==> config.mk <==
export PLATFORM = sky130hd
export DESIGN_NAME = zhxpu
export DESIGN_NICKNAME = d
export VERILOG_FILES = /design/src/common/zhxpu_pkg.sv /design/src/verilog/fetch.sv /design/src/verilog/if_id.sv /design/src/verilog/decoder.sv /design/src/verilog/register.sv /design/src/verilog/id_exe.sv /design/src/verilog/exe_stage.sv /design/src/verilog/zhxpu.sv
export SDC_FILE = /design/constraint.sdc
export NUM_CORES = 1
export LEC_CHECK = 0
export BUFFER_PORTS_ARGS = -buffer_cell sky130_fd_sc_hd__buf_2
export CELL_PAD_IN_SITES_DETAIL_PLACEMENT = 1
export CELL_PAD_IN_SITES_GLOBAL_PLACEMENT = 1
export CORE_ASPECT_RATIO = 1.4
export CORE_MARGIN = 5
export CORE_UTILIZATION = 54
export CTS_BUF_LIST = sky130_fd_sc_hd__clkbuf_4 sky130_fd_sc_hd__clkbuf_8
export CTS_CLUSTER_SIZE = 8
export DETAILED_ROUTE_END_ITERATION = 7
export PLACE_DENSITY = 0.86
export SYNTH_ARGS = -nofsm -noshare
export SYNTH_HDL_FRONTEND = slang
export SYNTH_SLANG_ARGS = --single-unit
==> constraint.sdc <==
create_clock -name clk -period 8.6 [get_ports clk]
set_input_delay 0 -clock clk [delete_from_list [all_inputs] [get_ports clk]]
set_output_delay 0 -clock clk [all_outputs]
set_load 0.05 [all_outputs]
==> src/common/zhxpu_pkg.sv <==
package zhxpu_pkg;

	localparam int WORD_W     = 16;
	localparam int REG_ADDR_W = 3;
	localparam int NUM_REGS   = 1 << REG_ADDR_W;

	typedef logic [WORD_W-1:0]     word_t;
	typedef logic [REG_ADDR_W-1:0] reg_addr_t;

	// major opcode, instruction bits 15..11
	typedef enum logic [4:0] {
		OP_NOP   = 5'b00001,
		OP_ADDIU = 5'b01001,
		OP_LI    = 5'b01101,
		OP_LW    = 5'b10011,
		OP_SW    = 5'b11011,
		OP_ADDU  = 5'b11100,
		OP_AND   = 5'b11101,
		OP_SUBU  = 5'b11110,
		OP_OR    = 5'b11111
	} opcode_t;

	// instruction field positions
	localparam int OP_HI   = 15;
	localparam int OP_LO   = 11;
	localparam int RX_HI   = 10;
	localparam int RX_LO   = 8;
	localparam int RY_HI   = 7;
	localparam int RY_LO   = 5;
	localparam int RZ_HI   = 4;
	localparam int RZ_LO   = 2;
	localparam int IMM8_HI = 7;
	localparam int IMM8_LO = 0;
	localparam int OFF5_HI = 4;
	localparam int OFF5_LO = 0;

endpackage

==> src/verilog/fetch.sv <==
`timescale 1ns/1ns

module fetch import zhxpu_pkg::*; (
	input  logic  clk,
	input  logic  rst_n,
	input  logic  hold,
	output word_t inst_addr
);

	// word-addressed pc advancing one instruction per cycle
	always_ff @(posedge clk) begin
		if (!rst_n) begin
			inst_addr <= '0;
		end else if (!hold) begin
			inst_addr <= inst_addr + word_t'(1);
		end
	end

endmodule

==> src/verilog/if_id.sv <==
`timescale 1ns/1ns

module if_id import zhxpu_pkg::*; (
	input  logic  clk,
	input  logic  rst_n,
	input  logic  hold,
	input  word_t pc_in,
	input  word_t inst_in,
	output word_t inst_out,
	output logic  valid
);

	// slot turns valid with the first capture after reset
	always_ff @(posedge clk) begin
		if (!rst_n) begin
			valid <= 1'b0;
		end else if (!hold) begin
			valid <= 1'b1;
		end
	end

	always_ff @(posedge clk) begin
		if (!hold) begin
			inst_out <= inst_in;
		end
	end

endmodule

==> src/verilog/decoder.sv <==
`timescale 1ns/1ns

module decoder import zhxpu_pkg::*; (
	input  word_t     inst,
	input  logic      valid,
	output opcode_t   op,
	output reg_addr_t read_addr1,
	output reg_addr_t read_addr2,
	output reg_addr_t write_addr,
	output logic      reg_write,
	output word_t     imm
);

	localparam int IMM8_W = IMM8_HI - IMM8_LO + 1;
	localparam int OFF5_W = OFF5_HI - OFF5_LO + 1;

	opcode_t   raw_op;
	reg_addr_t rx;
	reg_addr_t ry;
	reg_addr_t rz;
	word_t     imm8_zext;
	word_t     imm8_sext;
	word_t     off5_sext;

	assign raw_op = opcode_t'(inst[OP_HI:OP_LO]);
	assign rx     = inst[RX_HI:RX_LO];
	assign ry     = inst[RY_HI:RY_LO];
	assign rz     = inst[RZ_HI:RZ_LO];

	assign imm8_zext = {{(WORD_W-IMM8_W){1'b0}}, inst[IMM8_HI:IMM8_LO]};
	assign imm8_sext = {{(WORD_W-IMM8_W){inst[IMM8_HI]}}, inst[IMM8_HI:IMM8_LO]};
	assign off5_sext = {{(WORD_W-OFF5_W){inst[OFF5_HI]}}, inst[OFF5_HI:OFF5_LO]};

	// rx is always the first operand (or base), ry the second (or store data)
	assign read_addr1 = rx;
	assign read_addr2 = ry;

	always_comb begin
		op         = OP_NOP;
		write_addr = '0;
		reg_write  = 1'b0;
		imm        = '0;
		if (valid) begin
			case (raw_op)
				OP_LI: begin
					op         = OP_LI;
					write_addr = rx;
					reg_write  = 1'b1;
					imm        = imm8_zext;
				end
				OP_ADDIU: begin
					op         = OP_ADDIU;
					write_addr = rx;
					reg_write  = 1'b1;
					imm        = imm8_sext;
				end
				OP_ADDU, OP_SUBU, OP_AND, OP_OR: begin
					op         = raw_op;
					write_addr = rz;
					reg_write  = 1'b1;
				end
				OP_LW: begin
					op         = OP_LW;
					write_addr = ry;
					reg_write  = 1'b1;
					imm        = off5_sext;
				end
				OP_SW: begin
					op  = OP_SW;
					imm = off5_sext;
				end
				// unknown codes fall through as nop
				default: ;
			endcase
		end
	end

endmodule

==> src/verilog/register.sv <==
`timescale 1ns/1ns

module register import zhxpu_pkg::*; (
	input  logic      clk,
	input  logic      rst_n,
	input  logic      wb_en,
	input  reg_addr_t wb_addr,
	input  word_t     wb_value,
	input  reg_addr_t read_addr1,
	input  reg_addr_t read_addr2,
	output word_t     read_value1,
	output word_t     read_value2
);

	word_t regs [NUM_REGS];

	always_ff @(posedge clk) begin
		if (!rst_n) begin
			for (int i = 0; i < NUM_REGS; i++) begin
				regs[i] <= '0;
			end
		end else if (wb_en) begin
			regs[wb_addr] <= wb_value;
		end
	end

	// write-through, so decode sees the result retiring this cycle
	assign read_value1 = (wb_en && wb_addr == read_addr1) ? wb_value : regs[read_addr1];
	assign read_value2 = (wb_en && wb_addr == read_addr2) ? wb_value : regs[read_addr2];

endmodule

==> src/verilog/id_exe.sv <==
`timescale 1ns/1ns

module id_exe import zhxpu_pkg::*; (
	input  logic      clk,
	input  logic      rst_n,
	input  logic      hold,
	input  opcode_t   op_in,
	input  reg_addr_t write_addr_in,
	input  logic      reg_write_in,
	input  word_t     imm_in,
	input  word_t     op1_in,
	input  word_t     op2_in,
	output opcode_t   op_out,
	output reg_addr_t write_addr_out,
	output logic      reg_write_out,
	output word_t     imm_out,
	output word_t     op1_out,
	output word_t     op2_out
);

	// an empty slot is a nop with no write
	always_ff @(posedge clk) begin
		if (!rst_n) begin
			op_out        <= OP_NOP;
			reg_write_out <= 1'b0;
		end else if (!hold) begin
			op_out        <= op_in;
			reg_write_out <= reg_write_in;
		end
	end

	always_ff @(posedge clk) begin
		if (!hold) begin
			write_addr_out <= write_addr_in;
			imm_out        <= imm_in;
			op1_out        <= op1_in;
			op2_out        <= op2_in;
		end
	end

endmodule

==> src/verilog/exe_stage.sv <==
`timescale 1ns/1ns

module exe_stage import zhxpu_pkg::*; (
	input  logic      clk,
	input  logic      rst_n,
	input  opcode_t   op,
	input  reg_addr_t write_addr,
	input  logic      reg_write,
	input  word_t     imm,
	input  word_t     op1,
	input  word_t     op2,
	input  logic      mem_done,
	input  word_t     mem_rdata,
	output logic      hold,
	output logic      mem_req,
	output logic      mem_we,
	output word_t     mem_addr,
	output word_t     mem_wdata,
	output logic      wb_en,
	output reg_addr_t wb_addr,
	output word_t     wb_value
);

	logic  is_mem;
	logic  done_q;
	word_t sum_imm;
	word_t alu_res;

	assign is_mem  = (op == OP_LW) || (op == OP_SW);
	assign sum_imm = op1 + imm;

	always_comb begin
		case (op)
			OP_LI:    alu_res = imm;
			OP_ADDIU: alu_res = sum_imm;
			OP_ADDU:  alu_res = op1 + op2;
			OP_SUBU:  alu_res = op1 - op2;
			OP_AND:   alu_res = op1 & op2;
			OP_OR:    alu_res = op1 | op2;
			default:  alu_res = '0;
		endcase
	end

	// set for the one cycle after mem_done, while the finished op
	// still sits in execute and must not request again
	always_ff @(posedge clk) begin
		if (!rst_n) begin
			done_q <= 1'b0;
		end else begin
			done_q <= mem_done;
		end
	end

	assign mem_req   = is_mem && !done_q;
	assign mem_we    = mem_req && (op == OP_SW);
	assign mem_addr  = sum_imm;
	assign mem_wdata = op2;

	// the whole pipeline waits out the request, done cycle included
	assign hold = mem_req;

	// loads retire in the done cycle, everything else right away
	assign wb_en    = reg_write && ((op == OP_LW) ? mem_done : 1'b1);
	assign wb_addr  = write_addr;
	assign wb_value = (op == OP_LW) ? mem_rdata : alu_res;

endmodule

==> src/verilog/zhxpu.sv <==
`timescale 1ns/1ns

module zhxpu import zhxpu_pkg::*; (
	input  logic      clk,
	input  logic      rst_n,
	input  word_t     inst_data,
	input  logic      mem_done,
	input  word_t     mem_rdata,
	output word_t     inst_addr,
	output logic      mem_req,
	output logic      mem_we,
	output word_t     mem_addr,
	output word_t     mem_wdata,
	output logic      wb_en,
	output reg_addr_t wb_addr,
	output word_t     wb_value
);

	logic      hold;

	word_t     id_inst;
	logic      id_valid;
	opcode_t   id_op;
	reg_addr_t id_read_addr1;
	reg_addr_t id_read_addr2;
	reg_addr_t id_write_addr;
	logic      id_reg_write;
	word_t     id_imm;
	word_t     id_read_value1;
	word_t     id_read_value2;

	opcode_t   exe_op;
	reg_addr_t exe_write_addr;
	logic      exe_reg_write;
	word_t     exe_imm;
	word_t     exe_op1;
	word_t     exe_op2;

	// IF stage
	fetch __fetch(
		.clk(clk),
		.rst_n(rst_n),
		.hold(hold),
		.inst_addr(inst_addr)
	);

	if_id __if_id(
		.clk(clk),
		.rst_n(rst_n),
		.hold(hold),
		.pc_in(inst_addr),
		.inst_in(inst_data),
		.inst_out(id_inst),
		.valid(id_valid)
	);

	// ID stage
	decoder __decoder(
		.inst(id_inst),
		.valid(id_valid),
		.op(id_op),
		.read_addr1(id_read_addr1),
		.read_addr2(id_read_addr2),
		.write_addr(id_write_addr),
		.reg_write(id_reg_write),
		.imm(id_imm)
	);

	register __register(
		.clk(clk),
		.rst_n(rst_n),
		.wb_en(wb_en),
		.wb_addr(wb_addr),
		.wb_value(wb_value),
		.read_addr1(id_read_addr1),
		.read_addr2(id_read_addr2),
		.read_value1(id_read_value1),
		.read_value2(id_read_value2)
	);

	id_exe __id_exe(
		.clk(clk),
		.rst_n(rst_n),
		.hold(hold),
		.op_in(id_op),
		.write_addr_in(id_write_addr),
		.reg_write_in(id_reg_write),
		.imm_in(id_imm),
		.op1_in(id_read_value1),
		.op2_in(id_read_value2),
		.op_out(exe_op),
		.write_addr_out(exe_write_addr),
		.reg_write_out(exe_reg_write),
		.imm_out(exe_imm),
		.op1_out(exe_op1),
		.op2_out(exe_op2)
	);

	// EXE and write-back
	exe_stage __exe_stage(
		.clk(clk),
		.rst_n(rst_n),
		.op(exe_op),
		.write_addr(exe_write_addr),
		.reg_write(exe_reg_write),
		.imm(exe_imm),
		.op1(exe_op1),
		.op2(exe_op2),
		.mem_done(mem_done),
		.mem_rdata(mem_rdata),
		.hold(hold),
		.mem_req(mem_req),
		.mem_we(mem_we),
		.mem_addr(mem_addr),
		.mem_wdata(mem_wdata),
		.wb_en(wb_en),
		.wb_addr(wb_addr),
		.wb_value(wb_value)
	);

endmodule

[Word level (Yosys, flattened, before mapping)]
Memory sizes are Yosys's and may differ from the RTL's. A register that Yosys moved wholly into a read port is not among the register bits.
Index checks and enable logic that the tools add are counted.
Cells by class
  equality and inequality tests: 18
  reduce and logical (&&, ||, !) cells: 12
  bitwise operators: 2
  $add $sub $neg: 4
  multiplexer cells: 20
Operator list (count)
  $pmux W16 S6: 1
  $mux W16: 4
  $eq A5 B5 Y1 const B: 12
  $pmux W16 S3: 1
  $add A16 B16 Y16: 2
  $pmux W5 S5: 1
  $eq A5 B4 Y1 const B: 4
  $add A16 B1 Y16 const B: 1
  $and A16 B16 Y16: 1
  $or A16 B16 Y16: 1
  $reduce_or A16 Y1: 1
  $sub A16 B16 Y16: 1
  $mux W3: 3
  $pmux W3 S3: 1
  $mux W1: 8
  $reduce_or A7 Y1: 1
  $eq A3 B3 Y1: 2
  $logic_and A1 B1 Y1: 5
  $mux W5: 1
  $reduce_or A2 Y1: 2
  $reduce_or A4 Y1: 1
  $logic_not A1 Y1: 1
  $logic_or A1 B1 Y1: 1
Storage, ports and cells
  register bits: 91
  memories kept: 1
  word-level logic and storage cells: 67
  output and inout port bits: 70
  RAM bits: 128
Memory list
  __register.regs: depth 8, width 16, rd ports 2, clocked after memory_dff 2, wr ports 8, RTL line register.sv:15  | word_t regs [NUM_REGS];

[Logic depth before layout (Yosys ltp)]
Gate-level depths: netlist of run 1.
  word-level depth: 8
  mapped depth: 15

[By module]
A second synthesis of run 1 with hierarchy kept.
Unflattened totals
  cell total of the unflattened synthesis: 1033
  area total of the unflattened synthesis: 13544.2 µm²
By module, submodules not included
  register: cells each 446, sequential area each 3843.7 µm², instances 1, area each 7440.9 µm²
  exe_stage: cells each 354, sequential area each 20.0 µm², instances 1, area each 2643.8 µm²
  id_exe: cells each 71, sequential area each 1651.6 µm², instances 1, area each 1761.7 µm²
  fetch: cells each 83, sequential area each 320.3 µm², instances 1, area each 755.7 µm²
  if_id: cells each 19, sequential area each 500.5 µm², instances 1, area each 511.7 µm²
  decoder: cells each 60, sequential area each 0.0 µm², instances 1, area each 430.4 µm²

[Worst setup path before layout of run 1]
No wires, ideal clock.
  path type: register -> register
  start point: reg __id_exe.op2_out[8]
  end point: reg __id_exe.op1_out[13], data pin
  setup time: 0.271 ns
  required time: 8.329 ns
  data arrival time: 3.674 ns
  cell stages (with the launch flop): 14
  buffers on the path: 2
  period minus slack after synthesis: 3.944 ns
  path slack: 4.656 ns
  path through: edfxtp_1 -> or4_4 -> o41ai_1 -> xor2_1 -> ha_1 -> clkbuf_1 -> a21oi_1 -> nand2_1 -> or3_1 -> o21a_1 -> xor2_1 -> a221oi_1 -> clkbuf_1 -> a21oi_1
On the way
  longest elaborated chain between the ends: 4
Ends and longest elaborated chain
  start, declared: RTL line id_exe.sv:18  | output word_t op2_out
  start signal, assigned: RTL line id_exe.sv:37  | op2_out <= op2_in;
  $sub A16 B16 Y16 / $add A16 B16 Y16 (equally long branches): RTL line exe_stage.sv:37, exe_stage.sv:36
  $pmux W16 S6 (*): RTL line exe_stage.sv:33  | case (op)
  $mux W16 (*): RTL line exe_stage.sv:65  | assign wb_value = (op == OP_LW) ? mem_rdata : alu_res;
  $mux W16 (*): RTL line register.sv:28  | assign read_value1 = (wb_en && wb_addr == read_addr1) ? wb_value : regs[read_addr1];
  via __id_exe.op1_in[13]: RTL line id_exe.sv:11  | input word_t op1_in,
  end signal, assigned: RTL line id_exe.sv:36  | op1_out <= op1_in;
  end, declared: RTL line id_exe.sv:17  | output word_t op1_out,
Mark *: on every way through the listed nets, which the timed path passes. The rest lies on a longest branch.
A chain may end at the register's enable or synchronous reset.

[Final worst setup path of run 1]
  start point: reg __id_exe.op2_out[8]
  end point: out wb_value[15]
On the way
  longest elaborated chain between the ends: 3
Ends and longest elaborated chain
  $sub A16 B16 Y16 / $add A16 B16 Y16 (equally long branches): RTL line exe_stage.sv:37, exe_stage.sv:36
  $pmux W16 S6 (*): RTL line exe_stage.sv:33
  $mux W16 (*): RTL line exe_stage.sv:65
  end, declared: RTL line zhxpu.sv:16  | output word_t wb_value
Mark *: on every way between the ends. The rest lies on a longest branch, timed or not.

==> results of run 1 <==
-- area by class of cell --
class / instances / area share [%]
inverters: 38 / 0.996
well taps: 306 / 2.67
clock inverters: 7 / 0.402
flip-flops and latches: 218 / 43.6
repair buffers: 144 / 6.04
clock buffers: 51 / 4.51
multi-input cells: 789 / 41.8
-- routing by layer --
| layer | up-vias | GRT usage [%] |
|---|---|---|
| li1 | 4433 | - |
| met1 | 5060 | 36.3 |
| met2 | 486 | 54.2 |
| met3 | 139 | 4.13 |
| met4 | 0 | 16.5 |
| met5 | - | 0 |
-- sequential cells by signal (all words and copies together), names as in the netlist, named ones only --
| register | cells |
|---|---|
| __exe_stage.done_q | 1 |
| __id_exe.op_out | 5 |
| __fetch.inst_addr | 16 |
| __id_exe.reg_write_out | 1 |
| __if_id.inst_out | 16 |
| __register.regs | 128 |
| __id_exe.write_addr_out | 3 |
| __if_id.valid | 1 |
| __id_exe.op2_out | 16 |
| __id_exe.op1_out | 16 |
| __id_exe.imm_out | 9 |
-- metrics by stage --
stage	util (%)	hold WS, ns	instances	setup slack (ns)	instance area [sq um]
floorplan	-	0.0989	1129	4.66	12700
global placement	57.9	0.177	1477	4.20	13400
detailed placement	57.9	0.178	1477	4.15	13400
CTS	61.7	0.108	1553	3.52	14300
global route	61.7	0.143	1553	3.23	14300
finish	61.7	0.135	1553	3.46	14300
-- worst min-delay path, stage by stage --
cell	delay, ns
buf_2	0.08
a221oi_1	0.06
o21ai_0	0.07
a221oi_1	0.05
buf_4	0.18
nor2_1	0.10
-- synthesized netlist by cell type (5+ instances only) --
cell type | number | share of area [%]
o21ai_0 | 29 | 1.1
xor2_1 | 19 | 1.3
and2_1 | 24 | 1.2
nand4_1 | 13 | 0.64
a222oi_1 | 9 | 0.71
nor2b_1 | 41 | 2.0
buf_1 | 5 | 0.15
nor3_1 | 10 | 0.39
and3_1 | 9 | 0.44
nand3_1 | 25 | 0.98
a211oi_1 | 38 | 2.2
a21oi_1 | 78 | 3.1
mux4_2 | 64 | 11
a21o_1 | 12 | 0.71
clkbuf_1 | 70 | 2.1
nand2_1 | 81 | 2.4
dfxtp_1 | 30 | 4.7
a21boi_0 | 5 | 0.30
a221oi_1 | 14 | 0.96
a22oi_1 | 7 | 0.41
o21a_1 | 13 | 0.77
inv_1 | 38 | 1.1
edfxtp_1 | 188 | 44
o31ai_1 | 6 | 0.35
ha_1 | 34 | 3.3
nor2_1 | 154 | 4.5
xnor2_1 | 39 | 2.7
-- how the worst max path moves through the flow --
stage                        startpoint                   end  cells after the start
floorplan           __id_exe.op2_out[8]  __id_exe.op1_out[13]                     13
global placement    __id_exe.op2_out[8]          wb_value[15]                     12
detailed placement  __id_exe.op2_out[8]          wb_value[15]                     12
CTS                 __id_exe.op2_out[8]          wb_value[15]                     12
global route         __id_exe.op_out[2]          wb_value[15]                     12
finish              __id_exe.op2_out[8]          wb_value[15]                     12
-- what timing repair did --
action                                 in CTS  in global routing
setup endpoints to repair                   0                  0
gates resized for setup                     0                  0
hold buffers                               18                  0
endpoints found under the hold margin      36                  0
-- cells by family (layout without fill, tap and decap cells) --
family                     Yosys count  in the layout  share of synthesized area [%]
DFF                                218            218                           49.1
buffers and inverters              122            240                           4.09
xor gates and xnor gates            58             58                           4.00
adders and majority gates           36             36                           3.66
muxes                               66             66                           11.5
and+or+nand+nor                    387            387                           14.6
AOI/OAI and AO/OA                  242            242                           13.0
-- power by group through the flow --
stage	combinational [mW]	clock, mW	sequential (mW)
after CTS	0.450	0.926	1.24
after detailed placement	0.441	0	1.27
after floorplan	0.303	0	1.28
final	0.458	0.936	1.25
after global routing	0.488	0.996	1.25
after global placement	0.430	0	1.26
==> out/results.ini, run 1 <==
[synthesis]
syn-instance-count = 1129
yosysSeqAreaShare_pct = 49.1
syn-num-nets = 1200
ys_types = 68
syn_area_sq_um = 12700
async_flop_share_pct = 0
yosysWarnings = 0
avgSynthCellArea_sq_um = 11.3
ys_seq_elements = 218
synth_edf_count = 188
ys.flop_type = edfxtp_1

[route]
routed_via_density = 6.52
ant_nets = 0
top_layer = met4
via_count = 10100
drt_drc_violations_left = 0
wl_per_cell_um = 26.3
wl_met2_um = 21000
wl_met1_um = 14800
finalWirelength_um = 40900
firstDrtPassIters = 5
wl_met3_um = 2760
drtIter0Drc = 1200

[setup_path]
r2r_slack_ns = 4.04
cp.arrival_ns = 5.14
worstPathRequired_ns = 8.60
rr_endpoint = __id_exe.op2_out[8]
startpoint_type = register
reg2reg_from = __id_exe.op_out[2]
path_buf_inv = 1
crit_path_top_delay_cell = nor3b_2
path_cells = or4_4 > or4_4 > o21ai_0 > xor2_1 > ha_1 > a21o_1 > a21o_1 > a211oi_1 > a211oi_2 > nor3b_2 > nand2_1 > buf_2
crit_path_end_kind = output pin
max_stage_delay_ns = 0.74
critPathMaxFanout = 11
cpLargestDelayFamily = simple AND/OR/NAND/NOR gates
crit_type = reg2out
reg2regPathDepth = 11

[worst_hold_path]
holdCritPathClass = in2reg
holdPathStages = 6
hold_end = __register.regs[4][10]
hold_path_startpoint = mem_rdata[10]

[timing]
setup_tns_ns = 0
worstMarginPinSlew_ns = 1.16
slew_headroom_pct = 22.2
slew_violations = 0
min_period_over_period_pct = 59.7
hold_viol_final = 0
finClkSkew_ns = 0.0224
fin_crit_ns = 5.14
fmax_mhz = 195
rsz0062_at_grt = no
setup_violations = 0

[pwr]
p_seq_share_pct = 47.2
power_frac_comb_pct = 17.3
p_leak_nw = 5.59
p_per_area_nw_per_um2 = 184
power_switching_mw = 0.768
internal_power_mw = 1.87
p_sw_share_pct = 29.1
totalPowerFinal_mw = 2.64
ir_drop_v = 0.000145
power_frac_clock_pct = 35.4

[cts]
cts_max_level = 2
cts_tree = yes
clock_sinks = 218
clkTransAtPathRegs_ns = 0.06
cts_setup_buffers = 0
clk_latency_ns = 0.56
cts_root_buffer = clkbuf_8
cts_buffers = 36
cts_buffer_depth = 3

[place]
io_buffer_count = 104
gp_congestion = 0.884
place_hpwl_um = 26800

[floorplanning]
die_x_um = 140
core.rowCount = 66
initial_core_util_pct = 54.8
die_h_um = 192
ioPinCount = 105
core_sq_um = 23200
dieArea_sq_um = 26800

[final_layout]
layout_common_cells = edfxtp_1, nor2_1, buf_2, nand2_1, a21oi_1
area_growth_pct = 12.7
drive_above_1_share_pct = 21.1
final_nets = 1298
multi_input_area_sq_um = 5980
final_common_cell = edfxtp_1
regArea_sq_um = 6250
num_antenna_cells = 0
n_fill_cell = 2460

[global_routing]
grt_max_degree = 77
grt_pass1_wl_um = 63300
grt.total_usage_pct = 30.7
grt-ovfl-total = 0
grt_antenna_before_repair = 0
grt_pass1_vias = 10800

[flow_run]
cap_violations = 0

[outcome]
status = finished clean

Power figures use the tool's default switching activity.
==> inputs of run 2 (changes only) <==
Settings changed: ABC_AREA from default to 1, CORE_UTILIZATION 54 to 47, PLACE_DENSITY 0.86 to 0.81.
Clock period 8.6 ns to 4.8 ns, I/O delays scaled along.
==> run 2 against run 1 <==
- sequential power grew 80%
- final cell count rose by 44%
- core utilization down 8.5 points
- global-route usage fell by 2.0 points
- critical path type unchanged
- highest routed layer unchanged
- first-iteration DRC count is 27% lower
- count of clock-buffer cells in the layout stayed put
- largest power group unchanged
- die area grew 20%
- non-clock buffer count down 7
- design area up 5.2%
- synthesized cell count grew 54%
- sequential cell count is the same
==> out/results.ini, run 2 <==
[setup_path]
cp.arrival_ns = 4.34  ; -0.80 ns
reg2reg_from = __id_exe.op_out[2]
crit_path_end_kind = output pin
critPathMaxFanout = 11  ; unchanged
startpoint_type = register
critical_path.startpoint = __id_exe.op2_out[0]
crit_type = reg2out
worstPathRequired_ns = 4.80  ; -3.80 ns

[cts]
clock_sinks = 218  ; unchanged
cts_hold_buffers = 22  ; +4
cts_resized = 0  ; unchanged
clk_latency_ns = 0.57  ; about the same
cts_root_buffer = clkbuf_8
cts_setup_buffers = 0  ; unchanged
cts_max_level = 2  ; unchanged
clkTransAtPathRegs_ns = 0.06  ; about the same
cts_buffers = 37  ; +2.8%
cts_buffer_depth = 3  ; unchanged
cts_tree = yes

[synthesis]
synth_area_leaders = edfxtp_1, nand2_1, o21ai_0
syn-num-nets = 1810  ; +51%
syn_area_sq_um = 13500  ; +6.0%
ys_types = 52  ; -24%
yosysMostFrequentCell = nand2_1
ys.flop_type = edfxtp_1
synth_top_family_by_area = simple AND/OR/NAND/NOR gates
synth_fa_ha_area_share_pct = 3.46  ; -0.21 points
synth_compound_area_share_pct = 15.7  ; +2.7 points
ys_seq_elements = 218  ; unchanged
synth_edf_count = 188  ; unchanged
syn-instance-count = 1739  ; +54%
synthTopCellsByCount = nand2_1, o21ai_0, nor2_1, inv_1, edfxtp_1
muxShareOfSynthArea_pct = 0  ; -11 points
synth_top_area_cell = edfxtp_1
yosysWarnings = 0  ; unchanged
async_flop_share_pct = 0  ; unchanged
synth_simple_gate_area_share_pct = 23.8  ; +9.3 points
yosysSeqAreaShare_pct = 46.4  ; -2.8 points
synth_xor_area_share_pct = 1.82  ; -2.2 points
synth_top_area_share_pct = 41.9  ; -2.5 points
avgSynthCellArea_sq_um = 7.75  ; -31%

[timing]
min_period_over_period_pct = 90.4
hold_viol_final = 0  ; unchanged
finClkSkew_ns = 0.0277  ; +0.00528 ns
rsz0062_at_grt = no
fin_crit_ns = 4.34
setup_tns_ns = 0  ; unchanged
setup_violations = 0  ; unchanged
worstMarginPinSlew_ns = 1.19  ; +0.0261 ns
slew_violations = 0  ; unchanged
fmax_mhz = 230
setup_slack_ns = 0.462  ; -3.00 ns
slew_headroom_pct = 20.4  ; -1.8 points

[global_routing]
grt_util_met2_pct = 53.1  ; -1.1 points
grtUsageMet3_pct = 4.50  ; +0.37 points
grt_pass1_vias = 13400  ; +24%
grt_max_degree = 83  ; +7.8%
grt.total_usage_pct = 28.7  ; -2.0 points
top_usage_layer = met2
grt_pass1_wl_um = 72400  ; +14%
grt_antenna_before_repair = 0  ; unchanged
grt_util_met1_pct = 31.4  ; -4.9 points
grt-ovfl-total = 0  ; unchanged

[pwr]
p_leak_nw = 6.62  ; +18%
p_per_area_nw_per_um2 = 318  ; +73%
ir_drop_v = 0.000243  ; +68%
totalPowerFinal_mw = 4.80  ; +82%

[floorplanning]
initial_core_util_pct = 47.6  ; -7.2 points
dieArea_sq_um = 32200  ; +20%
core_sq_um = 28300  ; +22%
die_h_um = 210  ; +9.8%
die_x_um = 153  ; +9.6%
core.rowCount = 73  ; +11%
ioPinCount = 105  ; unchanged

[route]
drtIter0Drc = 881  ; -27%
drt_drc_violations_left = 0  ; unchanged
routed_via_density = 5.77  ; -11%
via_count = 12900  ; +28%
firstDrtPassIters = 5  ; unchanged
ant_nets = 0  ; unchanged
wl_per_cell_um = 21.4  ; -19%
finalWirelength_um = 47800  ; +17%

[final_layout]
n_fill_cell = 3549  ; +44%
area_growth_pct = 11.9
utilization_pct = 53.2  ; -8.5 points
final_common_cell = nand2_1
num_antenna_cells = 0  ; unchanged
final_nets = 1909  ; +47%
layout_common_cells = nand2_1, o21ai_0, nor2_1, inv_1, edfxtp_1
drive_above_1_share_pct = 11.8  ; -9.3 points
fin_cells = 2236  ; +44%
top_register = __register.regs
largest_reg_flops = 128  ; unchanged

[place]
dpl_worst_slack_ns = 0.771  ; -3.38 ns
gp_congestion = 0.923  ; +4.5%
dpl.cell_count = 2152  ; +46%
place_hpwl_um = 33000  ; +23%
io_buffer_count = 104  ; unchanged

[outcome]
status = finished clean

[worst_hold_path]
hold_path_startpoint = mem_rdata[10]
holdCritPathClass = in2reg

[flow_run]
cap_violations = 0  ; unchanged

[run 2: changes by cell type after synthesis, sizes merged, moves of 20 or more]
cell	change
inv	+163
nor2	+89
nor2b	-41
a21oi	+41
a211oi	-38
clkbuf	-20
xnor2	-27
o21ai	+220
mux4	-64
nand2	+308
nand3	+32
[run 2: worst max-delay path, cell delays in order, from the launching register on]
cell	delay, ns
edfxtp_1	0.43
inv_1	0.14
ha_1	0.16
inv_1	0.05
nor3_1	0.26
nand2_1	0.12
inv_1	0.12
nand4_1	0.13
o31ai_1	0.34
xor2_1	0.18
ha_1	0.31
nand2_1	0.12
nand2_1	0.07
a21boi_0	0.23
nand2_1	0.09
a21oi_1	0.13
nand2_1	0.07
nand3_1	0.07
nand3_1	0.36
buf_2	0.38
[run 2: metal layers]
metal | share of wire (%) | wire [um]
met5 | 0 | 0
met4 | 5.6 | 2690
met3 | 6.1 | 2910
met2 | 51 | 24500
met1 | 37 | 17700
[run 2: area by class of cell]
cell class	instances	area [sq um]	area share, %
sequential	218	6250	41.5
multi-input combinational	1234	6050	40.1
timing repair buffer	137	823	5.46
inverter	210	800	5.30
clock buffer	51	633	4.20
tap	375	469	3.11
clock inverter	11	52.6	0.349
[run 2: logic make-up after synthesis]
kind of cell,count (synthesis)
fa+ha+maj,36
xor+xnor,28
buf+inv,287
compound gates,405
simple gates,765
flops,218
[run 2: worst paths after layout]
kind	to	slack [ns]	cells after the start
worst min register to register	__fetch.inst_addr[0]	0.50	1
worst max register to register	__register.regs[3][8]	0.72	19
worst min-delay path	__id_exe.op2_out[10]	0.03	5
worst max-delay path	wb_value[15]	0.46	19
[run 2: metrics by stage]
step	hold WS [ns]	area (sq um)
6_report	0.0276	15100
5_1_grt	0.0408	15100
4_1_cts	0.0000620	15100
3_5_place_dp	0.179	14200
3_3_place_gp	0.180	14200
2_1_floorplan	0.0935	13500
[run 2: power breakdown]
group / internal [mW] / switching, mW / total (mW)
registers: 2.15 / 0.103 / 2.25
clock network: 0.849 / 0.774 / 1.62
logic: 0.261 / 0.659 / 0.920
